<file path="src/hw/msx_cart_pkg.sv">
// --------------------
// shared constants of the MSX I/O register cartridge
// imported by the RTL and the testbench
// --------------------
package msx_cart_pkg;

	// --------------------
	// bank layout
	// --------------------
	// number of identical register banks behind the port window
	localparam int num_banks = 4;

	// registers per bank, three read/write plus the write counter
	localparam int regs_per_bank = 4;

	// register index width inside one bank
	localparam int reg_idx_width = $clog2(regs_per_bank);

	// index of the read-only write counter
	localparam int count_reg = 3;

	// --------------------
	// slot interface
	// --------------------
	// first I/O port of the window, covers 40h to 4Fh
	localparam logic [7:0] io_base = 8'h40;

	// strobe synchronizer length, the oldest three samples form the filter
	localparam int filter_depth = 4;

endpackage

</file>
<file path="src/hw/io_port_decoder.sv">
// --------------------
// I/O port window decoder
// splits the low address byte into bank select and register index
// --------------------
`timescale 1ns/10ps

module io_port_decoder (
	input  logic [15:0]                            bus_address,
	input  logic                                   bus_read,
	input  logic                                   bus_write,
	input  logic                                   bus_io,
	output logic                                   bus_io_cs,
	output logic [msx_cart_pkg::num_banks-1:0]     bank_read,
	output logic [msx_cart_pkg::num_banks-1:0]     bank_write,
	output logic [msx_cart_pkg::reg_idx_width-1:0] reg_index
);
	import msx_cart_pkg::*;

	localparam int bank_bits   = $clog2(num_banks);
	// low address bits that stay inside the window
	localparam int window_bits = bank_bits + reg_idx_width;

	logic [bank_bits-1:0] bank_sel;
	logic [num_banks-1:0] bank_onehot;

	// Z80 I/O decodes on the low byte only, the upper byte carries B or A
	assign bus_io_cs = (bus_address[7:window_bits] == io_base[7:window_bits]);

	// bank number sits above the register index
	assign bank_sel  = bus_address[window_bits-1:reg_idx_width];
	assign reg_index = bus_address[reg_idx_width-1:0];

	always_comb begin
		bank_onehot           = '0;
		bank_onehot[bank_sel] = 1'b1;
	end

	// fan out only when the cycle is a qualified I/O access
	assign bank_read  = (bus_read && bus_io) ? bank_onehot : '0;
	assign bank_write = (bus_write && bus_io) ? bank_onehot : '0;

endmodule

</file>
<file path="src/hw/io_register_bank.sv">
// --------------------
// one I/O register bank, three byte registers and a write counter
// answers a read one clock after its strobe
// --------------------
`timescale 1ns/10ps

module io_register_bank (
	input  logic                                   clk,
	input  logic                                   n_reset,
	input  logic                                   bank_read,
	input  logic                                   bank_write,
	input  logic [msx_cart_pkg::reg_idx_width-1:0] reg_index,
	input  logic [7:0]                             write_data,
	output logic                                   bank_ready,
	output logic [7:0]                             bank_rdata
);
	import msx_cart_pkg::*;

	// read/write registers below count_reg
	logic [7:0] reg_q [count_reg];
	logic [7:0] write_count;
	logic       is_count;

	assign is_count = (reg_index == reg_idx_width'(count_reg));

	// data registers, the counter index is read-only
	always_ff @(posedge clk) begin
		if (bank_write && !is_count) begin
			reg_q[reg_index] <= write_data;
		end
	end

	// counts every write to the bank, wraps at 256
	always_ff @(posedge clk) begin
		if (!n_reset) begin
			write_count <= 8'h00;
		end else if (bank_write) begin
			write_count <= write_count + 8'h01;
		end
	end

	// read path
	always_ff @(posedge clk) begin
		if (!n_reset) begin
			bank_ready <= 1'b0;
		end else begin
			bank_ready <= bank_read;
		end
	end

	always_ff @(posedge clk) begin
		if (bank_read) begin
			bank_rdata <= is_count ? write_count : reg_q[reg_index];
		end
	end

endmodule

</file>
<file path="src/hw/msx_bus_bridge.sv">
// --------------------
// MSX slot bus to internal strobe bus bridge
// syncs and filters the slot strobes, answers host reads from the latched data
// --------------------
`timescale 1ns/10ps

module msx_bus_bridge (
	input  logic        clk,
	input  logic        n_reset,
	// slot side, all asynchronous to clk
	input  logic [15:0] adr,
	input  logic [7:0]  i_data,
	input  logic        n_rd,
	input  logic        n_wr,
	input  logic        n_ioreq,
	output logic [7:0]  o_data,
	output logic        is_output,
	output logic        is_output_d,
	// internal bus
	output logic [15:0] bus_address,
	output logic [7:0]  bus_write_data,
	output logic        bus_read,
	output logic        bus_write,
	output logic        bus_io,
	input  logic        bus_io_cs,
	input  logic        bus_read_ready,
	input  logic [7:0]  bus_read_data
);
	import msx_cart_pkg::*;

	// raw strobe samples, newest in bit 0
	logic [filter_depth-1:0] n_rd_sync;
	logic [filter_depth-1:0] n_wr_sync;
	logic [filter_depth-1:0] n_ioreq_sync;
	// filtered strobes, still active low
	logic                    n_rd_filt;
	logic                    n_wr_filt;
	logic                    n_ioreq_filt;
	// previous filtered level for edge detect
	logic                    n_rd_filt_q;
	logic                    n_wr_filt_q;
	logic                    rd_pulse;
	logic                    wr_pulse;
	// read response hold
	logic [7:0]              read_data_q;
	logic                    read_valid;

	// --------------------
	// sync and low-pass
	// --------------------
	always_ff @(posedge clk) begin
		if (!n_reset) begin
			n_rd_sync    <= '1;
			n_wr_sync    <= '1;
			n_ioreq_sync <= '1;
		end else begin
			n_rd_sync    <= {n_rd_sync[filter_depth-2:0], n_rd};
			n_wr_sync    <= {n_wr_sync[filter_depth-2:0], n_wr};
			n_ioreq_sync <= {n_ioreq_sync[filter_depth-2:0], n_ioreq};
		end
	end

	// active only when the three oldest samples agree on low
	// bit 0 may still be metastable so it stays out of the filter
	assign n_rd_filt    = |n_rd_sync[filter_depth-1 -: 3];
	assign n_wr_filt    = |n_wr_sync[filter_depth-1 -: 3];
	assign n_ioreq_filt = |n_ioreq_sync[filter_depth-1 -: 3];

	// --------------------
	// edge detect
	// --------------------
	always_ff @(posedge clk) begin
		if (!n_reset) begin
			n_rd_filt_q <= 1'b1;
			n_wr_filt_q <= 1'b1;
			bus_read    <= 1'b0;
			bus_write   <= 1'b0;
		end else begin
			n_rd_filt_q <= n_rd_filt;
			n_wr_filt_q <= n_wr_filt;
			// one strobe per falling edge of the filtered level
			bus_read    <= rd_pulse;
			bus_write   <= wr_pulse;
		end
	end

	assign rd_pulse = n_rd_filt_q & ~n_rd_filt;
	assign wr_pulse = n_wr_filt_q & ~n_wr_filt;

	// address and write data line up with the strobe
	always_ff @(posedge clk) begin
		if (rd_pulse || wr_pulse) begin
			bus_address <= adr;
		end
		if (wr_pulse) begin
			bus_write_data <= i_data;
		end
	end

	// I/O qualifier, bus_io_cs is a pure address decode so no loop here
	assign bus_io = ~n_ioreq_filt & bus_io_cs;

	// --------------------
	// slot read response
	// --------------------
	always_ff @(posedge clk) begin
		if (!n_reset) begin
			read_data_q <= 8'h00;
			read_valid  <= 1'b0;
		end else begin
			if (bus_read_ready) begin
				read_data_q <= bus_read_data;
			end
			// set wins over release, the host still holds /RD at this point
			if (bus_read_ready) begin
				read_valid <= 1'b1;
			end else if (n_rd_filt) begin
				read_valid <= 1'b0;
			end
		end
	end

	assign o_data      = read_data_q;
	// raw n_rd drops the driver as soon as the host lets go
	assign is_output   = read_valid & ~n_rd;
	assign is_output_d = read_valid;

endmodule

</file>
<file path="src/hw/msx_cart_top.sv">
// --------------------
// MSX I/O register cartridge top level
// slot bridge, port decoder, register banks and read collector
// --------------------
`timescale 1ns/10ps

module msx_cart_top (
	input  logic        clk,
	input  logic        n_reset,
	input  logic [15:0] adr,
	input  logic [7:0]  i_data,
	input  logic        n_rd,
	input  logic        n_wr,
	input  logic        n_ioreq,
	output logic [7:0]  o_data,
	output logic        is_output,
	output logic        is_output_d
);
	import msx_cart_pkg::*;

	// --------------------
	// internal bus
	// --------------------
	logic [15:0]                     bus_address;
	logic [7:0]                      bus_write_data;
	logic                            bus_read;
	logic                            bus_write;
	logic                            bus_io;
	logic                            bus_io_cs;
	logic                            bus_read_ready;
	logic [7:0]                      bus_read_data;
	// decoder to banks
	logic [num_banks-1:0]            bank_read;
	logic [num_banks-1:0]            bank_write;
	logic [reg_idx_width-1:0]        reg_index;
	// banks to collector
	logic [num_banks-1:0]            bank_ready;
	logic [num_banks-1:0][7:0]       bank_rdata;

	msx_bus_bridge bridge_i (
		.clk            (clk),
		.n_reset        (n_reset),
		.adr            (adr),
		.i_data         (i_data),
		.n_rd           (n_rd),
		.n_wr           (n_wr),
		.n_ioreq        (n_ioreq),
		.o_data         (o_data),
		.is_output      (is_output),
		.is_output_d    (is_output_d),
		.bus_address    (bus_address),
		.bus_write_data (bus_write_data),
		.bus_read       (bus_read),
		.bus_write      (bus_write),
		.bus_io         (bus_io),
		.bus_io_cs      (bus_io_cs),
		.bus_read_ready (bus_read_ready),
		.bus_read_data  (bus_read_data)
	);

	io_port_decoder decoder_i (
		.bus_address (bus_address),
		.bus_read    (bus_read),
		.bus_write   (bus_write),
		.bus_io      (bus_io),
		.bus_io_cs   (bus_io_cs),
		.bank_read   (bank_read),
		.bank_write  (bank_write),
		.reg_index   (reg_index)
	);

	// one bank per slice of the port window
	for (genvar bank_gen = 0; bank_gen < num_banks; bank_gen++) begin : g_bank
		io_register_bank bank_i (
			.clk        (clk),
			.n_reset    (n_reset),
			.bank_read  (bank_read[bank_gen]),
			.bank_write (bank_write[bank_gen]),
			.reg_index  (reg_index),
			.write_data (bus_write_data),
			.bank_ready (bank_ready[bank_gen]),
			.bank_rdata (bank_rdata[bank_gen])
		);
	end

	read_data_collector collector_i (
		.clk            (clk),
		.n_reset        (n_reset),
		.bank_ready     (bank_ready),
		.bank_rdata     (bank_rdata),
		.bus_read_ready (bus_read_ready),
		.bus_read_data  (bus_read_data)
	);

endmodule

</file>
<file path="src/hw/read_data_collector.sv">
// --------------------
// merges the bank read responses into one registered reply
// at most one bank answers per read cycle
// --------------------
`timescale 1ns/10ps

module read_data_collector (
	input  logic                                     clk,
	input  logic                                     n_reset,
	input  logic [msx_cart_pkg::num_banks-1:0]       bank_ready,
	input  logic [msx_cart_pkg::num_banks-1:0][7:0]  bank_rdata,
	output logic                                     bus_read_ready,
	output logic [7:0]                               bus_read_data
);
	import msx_cart_pkg::*;

	logic [7:0] sel_data;

	// pick the answering bank, idle banks may hold stale data
	always_comb begin
		sel_data = 8'h00;
		for (int i = 0; i < num_banks; i++) begin
			if (bank_ready[i]) begin
				sel_data = bank_rdata[i];
			end
		end
	end

	// response stage toward the bridge
	always_ff @(posedge clk) begin
		if (!n_reset) begin
			bus_read_ready <= 1'b0;
		end else begin
			bus_read_ready <= |bank_ready;
		end
	end

	always_ff @(posedge clk) begin
		if (|bank_ready) begin
			bus_read_data <= sel_data;
		end
	end

endmodule

</file>
<file path="config.mk">
export PLATFORM = sky130hd
export DESIGN_NAME = msx_cart_top
export DESIGN_NICKNAME = d
export VERILOG_FILES = /design/src/hw/msx_cart_pkg.sv /design/src/hw/io_port_decoder.sv /design/src/hw/io_register_bank.sv /design/src/hw/msx_bus_bridge.sv /design/src/hw/msx_cart_top.sv /design/src/hw/read_data_collector.sv
export SDC_FILE = /design/constraint.sdc
export NUM_CORES = 1
export LEC_CHECK = 0
export BUFFER_PORTS_ARGS = -buffer_cell sky130_fd_sc_hd__buf_4
export CORE_AREA = 3 3 132 108
export DETAILED_ROUTE_END_ITERATION = 8
export DIE_AREA = 0 0 135 111
export PLACE_DENSITY_LB_ADDON = 0.08
export SETUP_SLACK_MARGIN = 0.02
export SLEW_MARGIN = 30
export SYNTH_ARGS = -nofsm -noshare
export SYNTH_HDL_FRONTEND = slang
export SYNTH_HIERARCHICAL = 1
export SYNTH_SLANG_ARGS = --single-unit
</file>
<file path="constraint.sdc">
create_clock -name clk -period 4.2 [get_ports clk]
set_clock_uncertainty 0.2 [all_clocks]
set_input_delay 0.84 -clock clk [delete_from_list [all_inputs] [get_ports clk]]
set_output_delay 0.84 -clock clk [all_outputs]
set_load 0.01 [all_outputs]
</file>
**Word level (Yosys, flattened, before mapping)**

Memory sizes are Yosys's and may differ from the RTL's. A register that Yosys moved wholly into a read port is not among the register bits.
Cells that the tools add are included.

- Input bits: 29
- Memories kept: 4
- RAM bits: 96
- Output and inout bits: 10
- Register bits: 118

- Mux-type cells: 26
- $add $sub $neg: 4
- Bitwise gates (word level): 8
- Equality and inequality tests: 2
- $lt $le $gt $ge: 2
- Reductions and logical operators: 14

Memories:

| memory | words | bits a word | rd ports | clocked after memory_dff | write ports | line | RTL |
|---|---|---|---|---|---|---|---|
| g_bank[0].bank_i.reg_q | 3 | 8 | 1 | 1 | 1 | io_register_bank.sv:20 | `logic [7:0] reg_q [count_reg];` |
| g_bank[1].bank_i.reg_q | 3 | 8 | 1 | 1 | 1 | io_register_bank.sv:20 |  |
| g_bank[2].bank_i.reg_q | 3 | 8 | 1 | 1 | 1 | io_register_bank.sv:20 |  |
| g_bank[3].bank_i.reg_q | 3 | 8 | 1 | 1 | 1 | io_register_bank.sv:20 |  |

Operators by type and width:

| cell | number |
|---|---|
| two-way mux 8 bit | 8 |
| adder 8 x 1 -> 8 bit (second input constant) | 4 |
| two-way mux 1 bit | 11 |
| OR reduction 3 bit | 3 |
| two-way mux 2 bit | 4 |
| two-way mux 4 bit | 2 |
| logical AND 1 bit | 7 |
| bitwise AND 1 bit | 4 |
| == test 4 x 3 -> 1 bit (second input constant) | 1 |
| NOT 1 bit | 4 |
| OR reduction 4 bit | 1 |
| less-than comparator 2 x 3 -> 1 bit (second input constant) | 1 |
| demux 1 bit (select 2 bit) | 1 |
| == test 2 bit (second input constant) | 1 |
| greater-or-equal comparator 2 x 1 -> 1 bit (second input constant) | 1 |
| nonzero test 2 bit | 1 |
| zero test 1 bit | 1 |
| logical OR 1 bit | 1 |

**Logic depth before layout (Yosys ltp)**

- Word-level depth: 8
- Mapped depth: 7
- Mapped depth without buffers: 6

**Modules after synthesis**

The synthesis kept the hierarchy.

By module, submodules not included:

| module | area an instance (um2) | instances | cells an instance |
|---|---|---|---|
| io_register_bank | 1562.7 | 4 | 84 |
| msx_bus_bridge | 1552.7 | 1 | 91 |
| read_data_collector | 510.5 | 1 | 44 |
| io_port_decoder | 113.9 | 1 | 11 |

**Worst setup path before layout**

OpenSTA, ideal clock, no wires.

- Path kind: reg-to-reg
- Start point: register bridge_i.bus_address[5]
- End point: memory g_bank[2].bank_i.reg_q[0][0], enable pin
- Arrival time: 2.304 ns
- Setup time: 0.385 ns
- Stages on the path, launching flop included: 6
- Path slack: 1.311 ns
- Data required time: 3.615 ns
- Path through: edfxtp_1 > nor4b_1 > nor4b_1 > and4b_2 > buf_4 > nor3b_1

- Cells in the longest elaborated chain, start to end: 7

RTL lines:

| item | line | RTL |
|---|---|---|
| from (decl) | msx_bus_bridge.sv:20 | `output logic [15:0] bus_address,` |
| from (signal assigned) | msx_bus_bridge.sv:93 | `bus_address <= adr;` |
| == test 4 x 3 -> 1 bit | io_port_decoder.sv:27 | `assign bus_io_cs = (bus_address[7:window_bits] == io_base[7:window_bits]);` |
| net bus_io_cs | msx_cart_top.sv:29 | `logic bus_io_cs;` |
| bitwise AND 1 bit | msx_bus_bridge.sv:101 | `assign bus_io = ~n_ioreq_filt & bus_io_cs;` |
| net bus_io | msx_cart_top.sv:28 | `logic bus_io;` |
| logical AND 1 bit | io_port_decoder.sv:40 | `assign bank_write = (bus_write && bus_io) ? bank_onehot : '0;` |
| two-way mux 4 bit | io_port_decoder.sv:40 |  |
| net bank_write[2] | msx_cart_top.sv:34 | `logic [num_banks-1:0] bank_write;` |
| logical AND 1 bit | io_register_bank.sv:28 | `if (bank_write && !is_count) begin` |
| two-way mux 1 bit | io_register_bank.sv:28 |  |
| two-way mux 1 bit (implied by the code) | io_register_bank.sv:29 | `reg_q[reg_index] <= write_data;` |
| to (decl) | io_register_bank.sv:20 |  |

The timed path passes the listed nets, and every way through them passes these cells.

**Final worst setup path**

- Start point: register bridge_i.bus_address[5]
- End point: memory g_bank[3].bank_i.reg_q[0][4], enable pin

- Cells in the longest elaborated chain, start to end: 7

RTL lines:

| item | line |
|---|---|
| == test 4 x 3 -> 1 bit | io_port_decoder.sv:27 |
| net bus_io_cs | msx_cart_top.sv:29 |
| bitwise AND 1 bit | msx_bus_bridge.sv:101 |
| net bus_io | msx_cart_top.sv:28 |
| logical AND 1 bit | io_port_decoder.sv:40 |
| two-way mux 4 bit | io_port_decoder.sv:40 |
| net bank_write[3] | msx_cart_top.sv:34 |
| logical AND 1 bit | io_register_bank.sv:28 |
| two-way mux 1 bit | io_register_bank.sv:28 |
| two-way mux 1 bit (implied by the code) | io_register_bank.sv:29 |
| to (decl) | io_register_bank.sv:20 |

The timed path passes the listed nets, and every way through them passes these cells.

==> reports/metrics.yaml <==
pwr-share-comb_pct: 0.7
start_util_pct: 63.4
cts_resized: 0
finalSetupViolations: 0
min-delay-start: "bridge_i/n_wr_sync[0]"
io_buffers: 30
r2r_end: "g_bank[3].bank_i/reg_q[0][4]"
drive_above_1_share_pct: 22.8
core-area_um2: 12900
hold_end: "bridge_i/n_wr_sync[1]"
gp_congestion: 0.898
swShare_pct: 18.5
hold_violations: 0
wirelength_um: 14500
grt_pass1_wl_um: 23300
cts-hold-fix-buffers: 0
grt_max_degree: 65
hpwlAfterDp_um: 9700
ff2ff_path_depth: 5
syn_inst: 474
viasPerCell: 5.79
hold_path.class: "flip-flop to flip-flop"
drt_iter0_markers: 307
leakage_nw: 3.12
post-cts-setup-buffers: 0
outcome: "finished, final reports clean"
post-route-period-util_pct: 77.7
syn-cell-area_um2: 8190
r2r_slack_ns: 0.94
crit_required_ns: 4.19
avgSynthCellArea_um2: 17.3
clockBufferDepth: 3
grt_usage_pct: 20.2
syn_nets: 507
clk_latency_ns: 0.49
fin_nets: 549
cts.clk_slew.worst_paths_ns: 0.06
hold_ws_ns: 0.218
clkPwrFrac_pct: 43.0
multi_input_comb_area_um2: 2230
finalCriticalPeriod_ns: 3.26
die_h_um: 111
antenna_left: 0
p_per_area_nw_per_um2: 432
seqCellArea_um2: 5810
cts_root_buffer: "clkbuf_16"
rows: 37
clkSinkCount: 214
tightest_slew_ns: 0.816
intPower_mw: 3.25
startpoint_type: "flip-flop"
grt_pass1_vias: 4120
rsz0062_at_grt: "no"
die_area_um2: 15000
vias: 4084
wl_per_cell_um: 20.5
p_seq_share_pct: 56.2
fin_tns_setup_ns: 0
cap_viol_max_count: 0
clock.fmax_mhz: 306
synth_warnings: 6
critPathMaxFanout: 9
regToRegStartpoint: "bridge_i/bus_address[5]"
htree_levels: 1
syn_to_final_growth_pct: 12.5
vdd_ir_drop_max_mv: 0.313
die_w_um: 135
ios: 39
drc: 0
grt_overflow_total: 0
hold_path_depth: 1
final-max-slew-violation-count: 0
cts_tree: "yes"
cp-end-kind: "flip-flop"
path_class: "flip-flop to flip-flop"
crit_arrival_ns: 3.26
antenna_found_initial: 0
timing.slew.headroom_pct: 45.4
numCtsBuffers: 20
p_switching_mw: 0.737
n_fill_cell: 822
num_antenna_cells: 0
dr.pass1.iters: 4
## worst max-delay path, cell delays in order (launching register included)
cell and delay, ns:
edfxtp_1 0.36, nor4b_1 0.36, nor4b_2 0.58, and4_2 0.49, nor3b_1 0.70, buf_4 0.27
## through the flow
stage,area (um^2),setup slack (ns),std cells,utilization [%],total power [mW]
final,9220,0.935,705,71.3,3.98
after CTS,9200,0.628,704,71.2,4.02
after floorplan,8190,1.31,474,-,2.29
after global placement,8560,0.899,668,66.3,2.31
after global routing,9220,0.816,705,71.3,4.11
after detailed placement,8560,0.688,668,66.3,2.32
## how the worst max path moves through the flow
stage	from	end	slack, ns	cells past startpoint
CTS	bridge_i/bus_address[4]	g_bank[3].bank_i/reg_q[0][4]	0.63	5
finish	bridge_i/bus_address[5]	g_bank[3].bank_i/reg_q[0][4]	0.94	5
global route	bridge_i/bus_address[5]	g_bank[3].bank_i/reg_q[0][4]	0.82	5
global placement	bridge_i/bus_address[5]	g_bank[3].bank_i/reg_q[0][7]	0.90	5
detailed placement	bridge_i/bus_address[4]	g_bank[3].bank_i/reg_q[0][7]	0.69	5
floorplan	bridge_i/bus_address[5]	g_bank[2].bank_i/reg_q[0][0]	1.31	5
## routing by layer
| metal | routed length (um) | global-route usage (%) |
|---|---|---|
| met1 | 6910 | 32.4 |
| met2 | 6480 | 29.8 |
| met3 | 871 | 3.13 |
| met4 | 214 | 4.57 |
| met5 | 0 | 0 |
## final cells by class
| class | count | share of cell area (%) |
|---|---|---|
| multi-input combinational | 233 | 24.2 |
| clock buffer | 30 | 6.52 |
| timing repair buffer | 40 | 3.30 |
| tap | 175 | 2.38 |
| sequential | 214 | 63.0 |
| inverter | 7 | 0.285 |
| clock inverter | 6 | 0.353 |
## flip-flops by register name, summed over array words and instances, names as in the netlist
register,flops
collector_i/bus_read_data,8
bridge_i/n_wr_filt_q,1
g_bank.bank_i/bank_rdata,32
bridge_i/o_data,8
bridge_i/bus_write,1
bridge_i/is_output_d,1
bridge_i/n_ioreq_sync,4
g_bank.bank_i/write_count,32
bridge_i/n_rd_sync,4
g_bank.bank_i/reg_q,96
bridge_i/n_wr_sync,4
collector_i/bus_read_ready,1
bridge_i/bus_read,1
bridge_i/bus_address,8
bridge_i/bus_write_data,8
bridge_i/n_rd_filt_q,1
g_bank.bank_i/bank_ready,4
## placed cells by master (no fill, tap or decap), drive strengths merged, types with 5 or more instances in the layout
cell type / instances
edfxtp: 152
nand3: 8
or3: 9
buf: 40
nand2b: 17
clkbuf: 30
a21oi: 7
xnor2: 12
nand4: 8
mux2i: 16
and2: 23
clkinv: 6
nor4b: 5
mux4: 32
nor2b: 14
dfxtp: 62
o21ai: 8
a21boi: 8
nand2: 13
nor3b: 5
a22oi: 8
inv: 7
and3b: 8
o22ai: 7
## power by group through the flow
stage | registers, mW | clock network, mW | logic, mW
global route | 2.24 | 1.84 | 0.0330
floorplan | 2.28 | 0 | 0.00932
CTS | 2.24 | 1.75 | 0.0307
finish | 2.24 | 1.71 | 0.0298
detailed placement | 2.29 | 0 | 0.0306
global placement | 2.29 | 0 | 0.0291
Power figures use the tool's default switching activity.
